**src/verilog/pll_pkg.sv**
```systemverilog
/*
 * Shared widths, APB register map, field positions and timing constants
 * for the fractional-N PLL controller. Modules import it in their header.
 */
package pll_pkg;

  // ============================================================
  // Bus and datapath widths
  // ============================================================
  localparam int apb_aw       = 8;   // Byte address
  localparam int apb_dw       = 32;
  localparam int mul_int_w    = 11;  // Integer part of feedback ratio
  localparam int mul_frac_w   = 12;  // Fractional part
  localparam int mult_w       = 28;  // int | frac | 5 guard bits
  localparam int ssc_acc_w    = 17;  // Triangle accumulator
  localparam int ssc_step_w   = 8;
  localparam int ssc_period_w = 11;  // Half period in ref cycles
  localparam int ps_l1_w      = 2;   // Power-of-two select
  localparam int ps_l2_w      = 8;
  localparam int ps_pre_w     = 3;   // Counts up to 2**3 - 1
  localparam int ld_shift_w   = 3;
  localparam int ld_cnt_w     = 15;  // Holds 128 << 7

  // Timing
  localparam int startup_cycles = 512;             // Calibration wait
  localparam int startup_cnt_w  = $clog2(startup_cycles);
  localparam int ld_base_cycles = 128;             // Lock time at shift 0

  // ============================================================
  // Register map
  // ============================================================
  localparam logic [apb_aw-1:0] addr_ctrl   = 8'h00;
  localparam logic [apb_aw-1:0] addr_mul    = 8'h04;
  localparam logic [apb_aw-1:0] addr_ssc    = 8'h08;
  localparam logic [apb_aw-1:0] addr_ldet   = 8'h0C;
  localparam logic [apb_aw-1:0] addr_ps     = 8'h10;
  localparam logic [apb_aw-1:0] addr_status = 8'h14;  // Read only

  // Field positions
  localparam int ctrl_int_mode_bit  = 0;
  localparam int ctrl_ssc_en_bit    = 1;
  localparam int ctrl_ps0_en_bit    = 2;
  localparam int ctrl_ps1_en_bit    = 3;
  localparam int mul_frac_lsb       = 0;
  localparam int mul_int_lsb        = 16;
  localparam int ssc_step_lsb       = 0;
  localparam int ssc_period_lsb     = 16;
  localparam int ldet_shift_lsb     = 0;
  localparam int ldet_lock_en_bit   = 4;
  localparam int ldet_force_bit     = 5;
  localparam int ps0_l1_lsb         = 0;
  localparam int ps0_l2_lsb         = 8;
  localparam int ps1_l1_lsb         = 16;
  localparam int ps1_l2_lsb         = 24;
  localparam int status_locked_bit  = 0;
  localparam int status_running_bit = 1;

endpackage
```
**src/verilog/pll_cfg_if.sv**
```systemverilog
/*
 * Decoded configuration from the APB register block to the lock,
 * SSC and postscaler blocks. regs drives, sink reads.
 */
`timescale 1ns/1ns

interface pll_cfg_if import pll_pkg::*; ();
  logic                    integer_mode;  // Fraction ignored when set
  logic                    ssc_en;
  logic                    ps0_en;
  logic                    ps1_en;
  logic [mul_int_w-1:0]    mul_int;
  logic [mul_frac_w-1:0]   mul_frac;
  logic [ssc_step_w-1:0]   ssc_step;
  logic [ssc_period_w-1:0] ssc_period;
  logic [ld_shift_w-1:0]   ld_shift;      // Lock time = base << shift
  logic                    ld_lock_en;
  logic                    ld_force;
  logic [ps_l1_w-1:0]      ps0_l1;
  logic [ps_l2_w-1:0]      ps0_l2;
  logic [ps_l1_w-1:0]      ps1_l1;
  logic [ps_l2_w-1:0]      ps1_l2;
  logic                    mul_wr;        // Pulse in the MUL write access

  modport regs (output integer_mode, ssc_en, ps0_en, ps1_en, mul_int, mul_frac,
                ssc_step, ssc_period, ld_shift, ld_lock_en, ld_force,
                ps0_l1, ps0_l2, ps1_l1, ps1_l2, mul_wr);

  modport sink (input integer_mode, ssc_en, ps0_en, ps1_en, mul_int, mul_frac,
                ssc_step, ssc_period, ld_shift, ld_lock_en, ld_force,
                ps0_l1, ps0_l2, ps1_l1, ps1_l2, mul_wr);
endinterface

```
**src/verilog/pll_ctrl_top.sv**
```systemverilog
/*
 * Top level of the PLL controller. APB and status on plain ports, the
 * configuration travels to the function blocks over pll_cfg_if.
 */
`timescale 1ns/1ns

module pll_ctrl_top import pll_pkg::*; (
  input  logic              clk_ref,
  input  logic              int_rst_n,
  // APB slave
  input  logic [apb_aw-1:0] paddr,
  input  logic              psel,
  input  logic              penable,
  input  logic              pwrite,
  input  logic [apb_dw-1:0] pwdata,
  output logic [apb_dw-1:0] prdata,
  output logic              pready,
  output logic              pslverr,
  // PLL status and control outputs
  output logic              locked,
  output logic [mult_w-1:0] mult_word,
  output logic              ps0_tick,
  output logic              ps1_tick
);

  logic running;     // Calibration done
  logic locked_raw;  // Lock before enable and force

  pll_cfg_if cfg ();

  pll_apb_regs u_regs (
    .clk_ref   (clk_ref),
    .int_rst_n (int_rst_n),
    .paddr     (paddr),
    .psel      (psel),
    .penable   (penable),
    .pwrite    (pwrite),
    .pwdata    (pwdata),
    .prdata    (prdata),
    .pready    (pready),
    .pslverr   (pslverr),
    .cfg       (cfg.regs),
    .running   (running),
    .locked    (locked)
  );

  pll_startup_lock u_lock (
    .clk_ref    (clk_ref),
    .int_rst_n  (int_rst_n),
    .cfg        (cfg.sink),
    .running    (running),
    .locked_raw (locked_raw),
    .locked     (locked)
  );

  pll_ssc_mod u_ssc (
    .clk_ref    (clk_ref),
    .int_rst_n  (int_rst_n),
    .cfg        (cfg.sink),
    .locked_raw (locked_raw),
    .mult_word  (mult_word)
  );

  // ============================================================
  // Postscalers, one per output
  // ============================================================
  pll_postscaler u_ps0 (
    .clk_ref   (clk_ref),
    .int_rst_n (int_rst_n),
    .en        (cfg.ps0_en),
    .running   (running),
    .l1        (cfg.ps0_l1),
    .l2        (cfg.ps0_l2),
    .tick      (ps0_tick)
  );

  pll_postscaler u_ps1 (
    .clk_ref   (clk_ref),
    .int_rst_n (int_rst_n),
    .en        (cfg.ps1_en),
    .running   (running),
    .l1        (cfg.ps1_l1),
    .l2        (cfg.ps1_l2),
    .tick      (ps1_tick)
  );

endmodule

```
**src/verilog/pll_postscaler.sv**
```systemverilog
/*
 * Output postscaler. A 2**l1 prescale feeds an l2 down-counter and tick
 * pulses for one cycle each 2**l1 * max(l2,1) cycles while active.
 */
`timescale 1ns/1ns

module pll_postscaler import pll_pkg::*; (
  input  logic               clk_ref,
  input  logic               int_rst_n,
  input  logic               en,
  input  logic               running,
  input  logic [ps_l1_w-1:0] l1,
  input  logic [ps_l2_w-1:0] l2,
  output logic               tick
);

  logic [ps_pre_w-1:0] pre_cnt;   // Prescale position
  logic [ps_pre_w-1:0] pre_last;  // 2**l1 - 1
  logic                pre_wrap;
  logic [ps_l2_w-1:0]  l2_cnt;    // Counts down to zero
  logic [ps_l2_w-1:0]  l2_load;
  logic                active;

  assign active   = en & running;
  assign pre_last = ps_pre_w'((1 << l1) - 1);
  assign pre_wrap = (pre_cnt == pre_last);
  assign l2_load  = (l2 == '0) ? '0 : l2 - 1'b1;  // Zero behaves as one

  // ============================================================
  // Divider chain
  // ============================================================
  always_ff @(posedge clk_ref) begin
    if (!int_rst_n || !active) begin
      pre_cnt <= '0;
      l2_cnt  <= l2_load;  // First tick a full period after enable
      tick    <= 1'b0;
    end else begin
      pre_cnt <= pre_wrap ? '0 : pre_cnt + 1'b1;
      tick    <= pre_wrap && (l2_cnt == '0);
      if (pre_wrap) begin
        l2_cnt <= (l2_cnt == '0) ? l2_load : l2_cnt - 1'b1;
      end
    end
  end

  // Back-to-back ticks only for a total divide of one
  a_tick_gap: assert property (@(posedge clk_ref) disable iff (!int_rst_n)
    (tick && !((l1 == '0) && (l2 <= ps_l2_w'(1)))) |=> !tick);

endmodule

```
**src/verilog/pll_ssc_mod.sv**
```systemverilog
/*
 * Spread-spectrum modulator. A triangle accumulator is added to the
 * programmed ratio to form the registered feedback multiplier word.
 */
`timescale 1ns/1ns

module pll_ssc_mod import pll_pkg::*; (
  input  logic              clk_ref,
  input  logic              int_rst_n,
  pll_cfg_if.sink           cfg,
  input  logic              locked_raw,
  output logic [mult_w-1:0] mult_word
);

  logic [ssc_acc_w-1:0]    ssc_acc;       // Triangle value
  logic [ssc_period_w-1:0] ssc_step_cnt;  // Position in half period
  logic                    ssc_up;        // 1 = ramp up
  logic                    ssc_hold;
  logic [mul_frac_w-1:0]   frac_sel;

  // Modulation only runs once locked with SSC on
  assign ssc_hold = ~cfg.ssc_en | ~locked_raw;

  // ============================================================
  // Triangle accumulator
  // ============================================================
  always_ff @(posedge clk_ref) begin
    if (!int_rst_n || ssc_hold) begin
      ssc_acc      <= '0;
      ssc_up       <= 1'b1;
      ssc_step_cnt <= ssc_period_w'(1);
    end else begin
      if (ssc_step_cnt == cfg.ssc_period) begin
        ssc_step_cnt <= ssc_period_w'(1);
        ssc_up       <= ~ssc_up;  // Turn at end of half period
      end else begin
        ssc_step_cnt <= ssc_step_cnt + 1'b1;
      end
      ssc_acc <= ssc_up ? ssc_acc + ssc_acc_w'(cfg.ssc_step)
                        : ssc_acc - ssc_acc_w'(cfg.ssc_step);
    end
  end

  // ============================================================
  // Full multiplier word
  // ============================================================
  assign frac_sel = cfg.integer_mode ? '0 : cfg.mul_frac;

  // int | frac | guard zeros, plus modulation in the low bits
  always_ff @(posedge clk_ref) begin
    mult_word <= {cfg.mul_int, frac_sel, {(mult_w - mul_int_w - mul_frac_w){1'b0}}}
                 + mult_w'(ssc_acc);
  end

  // A held modulator adds nothing, so the guard bits of the word read zero
  a_acc_cleared: assert property (@(posedge clk_ref) disable iff (!int_rst_n)
    ssc_hold [*2] |=> (mult_word[mult_w-mul_int_w-mul_frac_w-1:0] == '0));

endmodule

```
**src/verilog/pll_startup_lock.sv**
```systemverilog
/*
 * Startup calibration wait and lock detector. running rises after the
 * calibration count, then a countdown of base << shift cycles sets lock.
 */
`timescale 1ns/1ns

module pll_startup_lock import pll_pkg::*; (
  input  logic    clk_ref,
  input  logic    int_rst_n,
  pll_cfg_if.sink cfg,
  output logic    running,
  output logic    locked_raw,
  output logic    locked
);

  logic [startup_cnt_w-1:0] cal_cnt;  // Calibration cycles seen
  logic [ld_cnt_w-1:0]      ld_cnt;   // Lock countdown
  logic [ld_cnt_w-1:0]      ld_time;
  logic                     ld_reload;

  // ============================================================
  // Startup calibration
  // ============================================================
  always_ff @(posedge clk_ref) begin
    if (!int_rst_n) begin
      cal_cnt <= '0;
      running <= 1'b0;
    end else if (!running) begin
      cal_cnt <= cal_cnt + 1'b1;
      // Last count, running high on the startup_cycles-th edge
      if (cal_cnt == startup_cnt_w'(startup_cycles - 1)) begin
        running <= 1'b1;
      end
    end
  end

  // ============================================================
  // Lock detector
  // ============================================================
  assign ld_time = ld_cnt_w'(ld_base_cycles) << cfg.ld_shift;

  // Ratio change with a fixed frequency restarts the lock search
  assign ld_reload = ~running | (cfg.mul_wr & ~cfg.ssc_en);

  always_ff @(posedge clk_ref) begin
    if (!int_rst_n) begin
      ld_cnt     <= '0;
      locked_raw <= 1'b0;
    end else if (ld_reload) begin
      ld_cnt     <= ld_time;  // Tracks shift while idle
      locked_raw <= 1'b0;
    end else begin
      if (ld_cnt == '0) begin
        locked_raw <= 1'b1;  // One cycle after reaching zero
      end
      ld_cnt <= locked_raw ? ld_time : ld_cnt - 1'b1;
    end
  end

  // Enable and force gating, no extra delay
  assign locked = (locked_raw & cfg.ld_lock_en) | cfg.ld_force;

  // Lock is only gained after calibration has finished
  a_lock_after_run: assert property (@(posedge clk_ref) disable iff (!int_rst_n)
    $rose(locked_raw) |-> running);

endmodule

```
**src/verilog/pll_apb_regs.sv**
```systemverilog
/*
 * APB slave for the PLL controller. Zero wait states, writes land at the
 * edge that closes the access phase, STATUS is read only.
 */
`timescale 1ns/1ns

module pll_apb_regs import pll_pkg::*; (
  input  logic              clk_ref,
  input  logic              int_rst_n,
  input  logic [apb_aw-1:0] paddr,
  input  logic              psel,
  input  logic              penable,
  input  logic              pwrite,
  input  logic [apb_dw-1:0] pwdata,
  output logic [apb_dw-1:0] prdata,
  output logic              pready,
  output logic              pslverr,
  pll_cfg_if.regs           cfg,
  input  logic              running,
  input  logic              locked
);

  logic access;    // Access phase
  logic addr_hit;  // Address inside the map
  logic wr_en;

  // ============================================================
  // Decode
  // ============================================================
  assign access   = psel & penable;
  assign addr_hit = (paddr == addr_ctrl) || (paddr == addr_mul)  ||
                    (paddr == addr_ssc)  || (paddr == addr_ldet) ||
                    (paddr == addr_ps)   || (paddr == addr_status);

  assign pready  = 1'b1;  // Never stalls
  assign pslverr = access & (~addr_hit | (pwrite & (paddr == addr_status)));
  assign wr_en   = access & pwrite & ~pslverr;

  // Reload pulse for the lock detector
  assign cfg.mul_wr = wr_en & (paddr == addr_mul);

  // ============================================================
  // Register writes
  // ============================================================
  always_ff @(posedge clk_ref) begin
    if (!int_rst_n) begin
      cfg.integer_mode <= 1'b0;
      cfg.ssc_en       <= 1'b0;
      cfg.ps0_en       <= 1'b0;
      cfg.ps1_en       <= 1'b0;
      cfg.mul_int      <= '0;
      cfg.mul_frac     <= '0;
      cfg.ssc_step     <= '0;
      cfg.ssc_period   <= '0;
      cfg.ld_shift     <= '0;
      cfg.ld_lock_en   <= 1'b0;  // Locked stays low until enabled
      cfg.ld_force     <= 1'b0;
      cfg.ps0_l1       <= '0;
      cfg.ps0_l2       <= '0;
      cfg.ps1_l1       <= '0;
      cfg.ps1_l2       <= '0;
    end else if (wr_en) begin
      case (paddr)
        addr_ctrl: begin
          cfg.integer_mode <= pwdata[ctrl_int_mode_bit];
          cfg.ssc_en       <= pwdata[ctrl_ssc_en_bit];
          cfg.ps0_en       <= pwdata[ctrl_ps0_en_bit];
          cfg.ps1_en       <= pwdata[ctrl_ps1_en_bit];
        end
        addr_mul: begin
          cfg.mul_frac <= pwdata[mul_frac_lsb +: mul_frac_w];
          cfg.mul_int  <= pwdata[mul_int_lsb +: mul_int_w];
        end
        addr_ssc: begin
          cfg.ssc_step   <= pwdata[ssc_step_lsb +: ssc_step_w];
          cfg.ssc_period <= pwdata[ssc_period_lsb +: ssc_period_w];
        end
        addr_ldet: begin
          cfg.ld_shift   <= pwdata[ldet_shift_lsb +: ld_shift_w];
          cfg.ld_lock_en <= pwdata[ldet_lock_en_bit];
          cfg.ld_force   <= pwdata[ldet_force_bit];
        end
        addr_ps: begin
          cfg.ps0_l1 <= pwdata[ps0_l1_lsb +: ps_l1_w];
          cfg.ps0_l2 <= pwdata[ps0_l2_lsb +: ps_l2_w];
          cfg.ps1_l1 <= pwdata[ps1_l1_lsb +: ps_l1_w];
          cfg.ps1_l2 <= pwdata[ps1_l2_lsb +: ps_l2_w];
        end
        default: ;  // STATUS and misses filtered by wr_en
      endcase
    end
  end

  // Read-back mux, unused bits read zero
  always_comb begin
    prdata = '0;
    case (paddr)
      addr_ctrl: begin
        prdata[ctrl_int_mode_bit] = cfg.integer_mode;
        prdata[ctrl_ssc_en_bit]   = cfg.ssc_en;
        prdata[ctrl_ps0_en_bit]   = cfg.ps0_en;
        prdata[ctrl_ps1_en_bit]   = cfg.ps1_en;
      end
      addr_mul: begin
        prdata[mul_frac_lsb +: mul_frac_w] = cfg.mul_frac;
        prdata[mul_int_lsb +: mul_int_w]   = cfg.mul_int;
      end
      addr_ssc: begin
        prdata[ssc_step_lsb +: ssc_step_w]     = cfg.ssc_step;
        prdata[ssc_period_lsb +: ssc_period_w] = cfg.ssc_period;
      end
      addr_ldet: begin
        prdata[ldet_shift_lsb +: ld_shift_w] = cfg.ld_shift;
        prdata[ldet_lock_en_bit]             = cfg.ld_lock_en;
        prdata[ldet_force_bit]               = cfg.ld_force;
      end
      addr_ps: begin
        prdata[ps0_l1_lsb +: ps_l1_w] = cfg.ps0_l1;
        prdata[ps0_l2_lsb +: ps_l2_w] = cfg.ps0_l2;
        prdata[ps1_l1_lsb +: ps_l1_w] = cfg.ps1_l1;
        prdata[ps1_l2_lsb +: ps_l2_w] = cfg.ps1_l2;
      end
      addr_status: begin
        prdata[status_locked_bit]  = locked;
        prdata[status_running_bit] = running;
      end
      default: ;
    endcase
  end

  // Read data must be clean whenever the master samples it
  a_rdata_known: assert property (@(posedge clk_ref) disable iff (!int_rst_n)
    (access && !pwrite) |-> !$isunknown(prdata));

  // APB protocol, access phase only inside a selected transfer
  a_penable_psel: assert property (@(posedge clk_ref) disable iff (!int_rst_n)
    penable |-> psel);

endmodule

```
**config.mk**
```make
export PLATFORM = sky130hd
export DESIGN_NAME = pll_ctrl_top
export DESIGN_NICKNAME = d
export VERILOG_FILES = /design/src/verilog/pll_pkg.sv /design/src/verilog/pll_cfg_if.sv /design/src/verilog/pll_ctrl_top.sv /design/src/verilog/pll_postscaler.sv /design/src/verilog/pll_ssc_mod.sv /design/src/verilog/pll_startup_lock.sv /design/src/verilog/pll_apb_regs.sv
export SDC_FILE = /design/constraint.sdc
export NUM_CORES = 1
export LEC_CHECK = 0
export BUFFER_PORTS_ARGS = -buffer_cell sky130_fd_sc_hd__buf_2
export CELL_PAD_IN_SITES_DETAIL_PLACEMENT = 0
export CELL_PAD_IN_SITES_GLOBAL_PLACEMENT = 1
export CORE_ASPECT_RATIO = 1.5
export CORE_MARGIN = 2
export CORE_UTILIZATION = 30
export CTS_CLUSTER_DIAMETER = 60
export DETAILED_ROUTE_END_ITERATION = 8
export HOLD_SLACK_MARGIN = 0.06
export MAX_ROUTING_LAYER = met4
export PLACE_DENSITY = 0.53
export SYNTH_ARGS = -nofsm -noshare
export SYNTH_HDL_FRONTEND = slang
export SYNTH_SLANG_ARGS = --single-unit
```
**constraint.sdc**
```tcl
create_clock -name clk_ref -period 3.67 [get_ports clk_ref]
set_input_delay 0.1835 -clock clk_ref [delete_from_list [all_inputs] [get_ports clk_ref]]
set_output_delay 0.1835 -clock clk_ref [all_outputs]
set_load 0.005 [all_outputs]
```
* Yosys cells after proc, flatten, opt, wreduce, memory -nomap -nowiden *
Index checks and enable logic that the tools add are counted.

storage, ports and cells
  flip-flop bits (word level) = 178
  input port bits = 45
  output and inout port bits = 65
  logic and storage cells = 131

operators by class
  add/sub/neg operators = 14
  eq/ne operators = 9
  shift-type cells = 3
  mux-type cells = 25
  bitwise gates (word level) = 21
  reduce and logical (&&, ||, !) cells = 30

operators by type and width
  cell                                                 number
  two-way mux 8 bit                                    8
  logical NOT 8 bit                                    5
  subtractor 8 x 1 -> 8 bit, second input constant     4
  two-way mux 15 bit                                   2
  adder 28 x 17 -> 28 bit                              1
  adder 17 x 8 -> 17 bit                               1
  two-way mux 17 bit                                   1
  subtractor 17 x 8 -> 17 bit                          1
  equality test 8 x 4 -> 1 bit, second input constant  2
  equality test 8 x 5 -> 1 bit, second input constant  2
  logical NOT 15 bit                                   1
  left shift 8 x 3 -> 15 bit, first input constant     1
  subtractor 15 x 1 -> 15 bit, second input constant   1
  two-way mux 12 bit                                   1
  one-hot mux 2 bit (3 select lines)                   2
  one-hot mux 2 bit (6 select lines)                   1
  one-hot mux 6 bit (2 select lines)                   1
  adder 11 x 1 -> 11 bit, second input constant        1
  equality test 11 bit                                 1
  bitwise AND 1 bit                                    10
  AND reduction 2 bit                                  5
  adder 9 x 1 -> 9 bit, second input constant          1
  equality test 9 bit, second input constant           1
  one-hot mux 3 bit (3 select lines)                   1
  19 further kinds                                     47

* Longest topological paths before layout *
  word-level depth = 15
  gate-level depth with buffers = 13
  depth with buffers taken out = 13

* Modules after synthesis *
Synthesis repeated with hierarchy kept, for this count alone.

second synthesis, totals
  cell total of the unflattened synthesis = 1071
  area, all modules = 9705.6 µm²

by module, submodules not included
  module            times used  cells each  area each (µm²)  sequential area each (µm²)
  pll_ssc_mod       1           423         3603.5           1141.1
  pll_apb_regs      1           349         3281.9           1421.4
  pll_postscaler    2           80          784.5            320.3
  pll_startup_lock  1           139         1251.2           520.5

* Least setup slack after synthesis *
OpenSTA, ideal clock, no wires.

  kind = register -> register
  start = reg u_regs.cfg.ssc_step[2] in the netlist's numbering
  end = reg u_ssc.ssc_acc[15]
  library setup time = 0.128 ns
  arrival = 2.843 ns
  required time = 3.542 ns
  path slack = 0.699 ns
  cell stages (with the launch flop) = 13
  buffers on the path = 0
  clock period less this slack = 2.971 ns
  cells stage by stage = dfxtp_1 nor2_1 nand3_1 nor4_1 ha_1 mux2_2 ha_1 nand3_1 a211oi_1 a211oi_1 o31ai_1 xnor2_1 nor2_1

between the ends
  word-level cells in the longest chain between the ends = 2
  elaborated cells between the ends (all ways) = 3
  classes of those cells = add/sub: 2; mux: 1

RTL lines
  element                                                                line                                  RTL
  start, declared                                                        pll_cfg_if.sv:26                      ssc_step, ssc_period, ld_shift, ld_lock_en, ld_force,
  start signal, assigned                                                 pll_apb_regs.sv:75                    cfg.ssc_step <= pwdata[ssc_step_lsb +: ssc_step_w];
  subtractor 17 x 8 -> 17 bit or adder 17 x 8 -> 17 bit (tied branches)  pll_ssc_mod.sv:40, pll_ssc_mod.sv:39
  two-way mux 17 bit *                                                   pll_ssc_mod.sv:39                     ssc_acc <= ssc_up ? ssc_acc + ssc_acc_w'(cfg.ssc_step)
  end signal, assigned                                                   pll_ssc_mod.sv:39
  end, declared                                                          pll_ssc_mod.sv:15                     logic [ssc_acc_w-1:0] ssc_acc;

Mark *: on every way between the ends. The rest lies on a longest branch, timed or not.
A chain may end at the register's enable or synchronous reset.

* Worst setup path in the final report *
Same ends and word-level chain as after synthesis.

==> run metrics <==
global-route wire length before repair 42.1 mm; Syn Area/Cell 9.14 µm²; die area 0.0323 mm²; Max Fanout on Critical Path 6; yosys warns 0; pwr dens 339 mW/mm²; Total GRT Usage 17.2%; Residual DRC 0; most frequent cells in the layout dfxtp_1 (162), buf_2 (108), nand2_1 (92), nor2_1 (77), xnor2_1 (70); R2R Setup Slk 0.43 ns; gr ovfl total 0; post-synthesis async set-or-reset flop share 0%; Worst slew margin 29.3%; clock transition at the registers of the reported paths 0.07 ns; H-tree level count 4; outcome complete, no violations; Post-synth EDFFs 16; Fmax 309 MHz; Slew Viols, Final 0; vias per cell 4.87; CTS Sinks 178; IO Port Bufs 108; final hold vios 0; Clk Tree Root Cell clkbuf_16; Wirelength per Cell 16.9 µm; Data required, critical path 4.01 ns; Clock Latency Late Sink 0.45 ns; largest net degree at the start of global routing 39; #FFs+latches synth 178; final instance area 0.0111 mm²; nets@finish 1229; initial antenna violation count 0; diode count 0; Synth Flop Type dfxtp_1; setup ws final 0.435 ns; arrival time at the worst endpoint 3.57 ns; DIE HEIGHT 219 µm; unique cell type count in the Yosys netlist 65; Clock Skew 0.00956 ns; max_cap viols 0; vias in the first global route 7636; Area Growth Syn to Fin 19.8%; Leakage Power 4.66 nW; Post-Synthesis Cell Area 0.00924 mm²; Top Ports 110; chip width 147 µm; DRT Wirelength 26.2 mm; post-synthesis cell count 1011; Inserted Clock Buffers 17; Pre-Repair DR Iteration Count 5; RSZ-0062 raised after global routing false; DPL Wire Length 19.5 mm; VDD IR max 322 µV; Slew @ Worst Pin 1.06 ns; critical path class flop to flop; GP Congestion 0.786; pre-CTS WS 0.456 ns; Critical Path End Type flop; commonest non-fill, non-tap cell in the layout dfxtp_1; maximum root-to-sink buffer count 2; Seq/Total Area, Yosys 40.3%; share of cells above drive strength 1 14.4%; routed via count 7563; Setup crit start kind flop; Post-Syn Nets 1100; CTS tree done; Worst Hold Class input port to flop; initial drt markers 298; setup TNS 0 ns; Period minus WS final 3.24 ns; Fillers 3215; Final setup viols 0; placed instance area 0.0102 mm²; # rows 78; Core Box Area 0.0303 mm²; Tcrit/Tclk final 88.2%; Starting Density 30.5%; DRT antenna net count 0
layer usage:
layer / GRT usage, % / up-vias / wire [µm]
met5: - / - / 0
met4: 6.19 / 0 / 451
met3: 2.22 / 22 / 556
met2: 31.2 / 110 / 14000
met1: 19.4 / 3607 / 11200
li1: - / 3824 / -
power breakdown:
part	internal [W]	leakage [nW]	switching [W]
logic	0.0000652	2.90	0.0000579
clock network	0.000910	0.257	0.000758
registers	0.00196	1.50	0.00000293
total	0.00293	4.66	0.000818
timing repair:
item | CTS | global route
buffers inserted | 0 | 0
gates resized for setup | 0 | 0
hold endpoints to repair | 61 | 0
hold buffers | 32 | 0
worst paths after layout:
kind	start	endpoint	depth (start not counted)
setup / recovery	u_regs.cfg.ssc_step[2]	u_ssc.ssc_acc[15]	12
hold / removal	paddr[3]	u_regs.cfg.ps1_en	5
setup reg to reg	u_regs.cfg.ssc_step[2]	u_ssc.ssc_acc[15]	12
hold reg to reg	u_ssc.ssc_acc[2]	u_ssc.mult_word[2]	0
sequential cells by signal, summed over array words and instances, names as in the netlist, 3 cells and up:
register               flops
u_ps1.pre_cnt              3
u_ps0.l2_cnt               8
u_ssc.mult_word           28
u_regs.cfg.mul_int        11
u_regs.cfg.ps0_l2          8
u_ps1.l2_cnt               8
u_regs.cfg.mul_frac       12
u_regs.cfg.ld_shift        3
u_regs.cfg.ssc_period     11
u_regs.cfg.ps1_l2          8
u_ssc.ssc_step_cnt        11
u_lock.cal_cnt             9
u_ps0.pre_cnt              3
u_lock.ld_cnt             15
u_ssc.ssc_acc             17
u_regs.cfg.ssc_step        8
layout make-up:
type                       count  area (µm²)  area share, %
clock inverter                 6        32.5          0.294
sequential                   178        3720           33.6
inverter                      30         113           1.02
clock buffer                  25         485           4.39
tap                          400         500           4.52
multi-input combinational    759        5250           47.4
timing repair buffer         154         966           8.73
worst max-delay path, stage by stage, from the launching register on:
cell and delay, ns:
dfxtp_1 0.35, nor2_1 0.32, nand3_1 0.17, nor4_1 0.30, ha_1 0.30, mux2_2 0.28, ha_1 0.39, nand3_1 0.11
a211oi_1 0.26, a211oi_1 0.17, o31ai_1 0.29, xnor2_1 0.15, nor2_1 0.06
cells in the mapped netlist (3+ instances only):
cell type | instances | area [µm²]
and3_1 | 9 | 56.3
nor4_1 | 7 | 43.8
o21a_1 | 8 | 60.1
nor4b_1 | 4 | 35.0
nand4_1 | 10 | 62.6
clkbuf_1 | 31 | 116
o21ai_0 | 23 | 115
a222oi_1 | 6 | 60.1
a41oi_1 | 5 | 43.8
and2_1 | 24 | 150
o22ai_1 | 14 | 87.6
a21boi_0 | 33 | 248
inv_1 | 30 | 113
xnor2_1 | 70 | 613
ha_1 | 42 | 526
mux2i_1 | 38 | 380
xor2_1 | 34 | 298
nor3_1 | 30 | 150
nand2b_1 | 4 | 25.0
buf_2 | 8 | 40.0
a22o_1 | 12 | 105
o211ai_1 | 5 | 37.5
nor2_1 | 78 | 293
nand2_1 | 92 | 345
a22oi_1 | 3 | 22.5
a21o_1 | 14 | 105
nand3_1 | 50 | 250
nand4b_1 | 3 | 26.3
dfxtp_1 | 162 | 3240
a21oi_1 | 27 | 135
a211oi_1 | 12 | 90.1
edfxtp_1 | 16 | 480
nor2b_1 | 43 | 269
nand3b_1 | 3 | 22.5
buf_1 | 4 | 15.0
a21boi_1 | 10 | 75.1
o21bai_1 | 4 | 30.0
stage by stage:
stage                     hold slack, ns  std cells  util, %  total power (W)
after CTS                          0.270       1552     36.6          0.00383
after global routing               0.319       1552     36.6          0.00390
after global placement             0.350       1489     33.8          0.00210
after detailed placement           0.353       1489     33.8          0.00210
final                              0.298       1552     36.6          0.00375
after floorplan                    0.318       1011        -          0.00205
kinds of logic after synthesis:
family | count (synthesis) | share of synthesized area (%)
mux | 40 | 4.36
compound gates | 193 | 15.2
simple gates | 377 | 21.0
xor+xnor | 104 | 9.86
other cells | 1 | 0.0406
buf+inv | 74 | 3.15
flops | 178 | 40.3
fa+ha+maj | 44 | 6.12
Power figures use the tool's default switching activity.
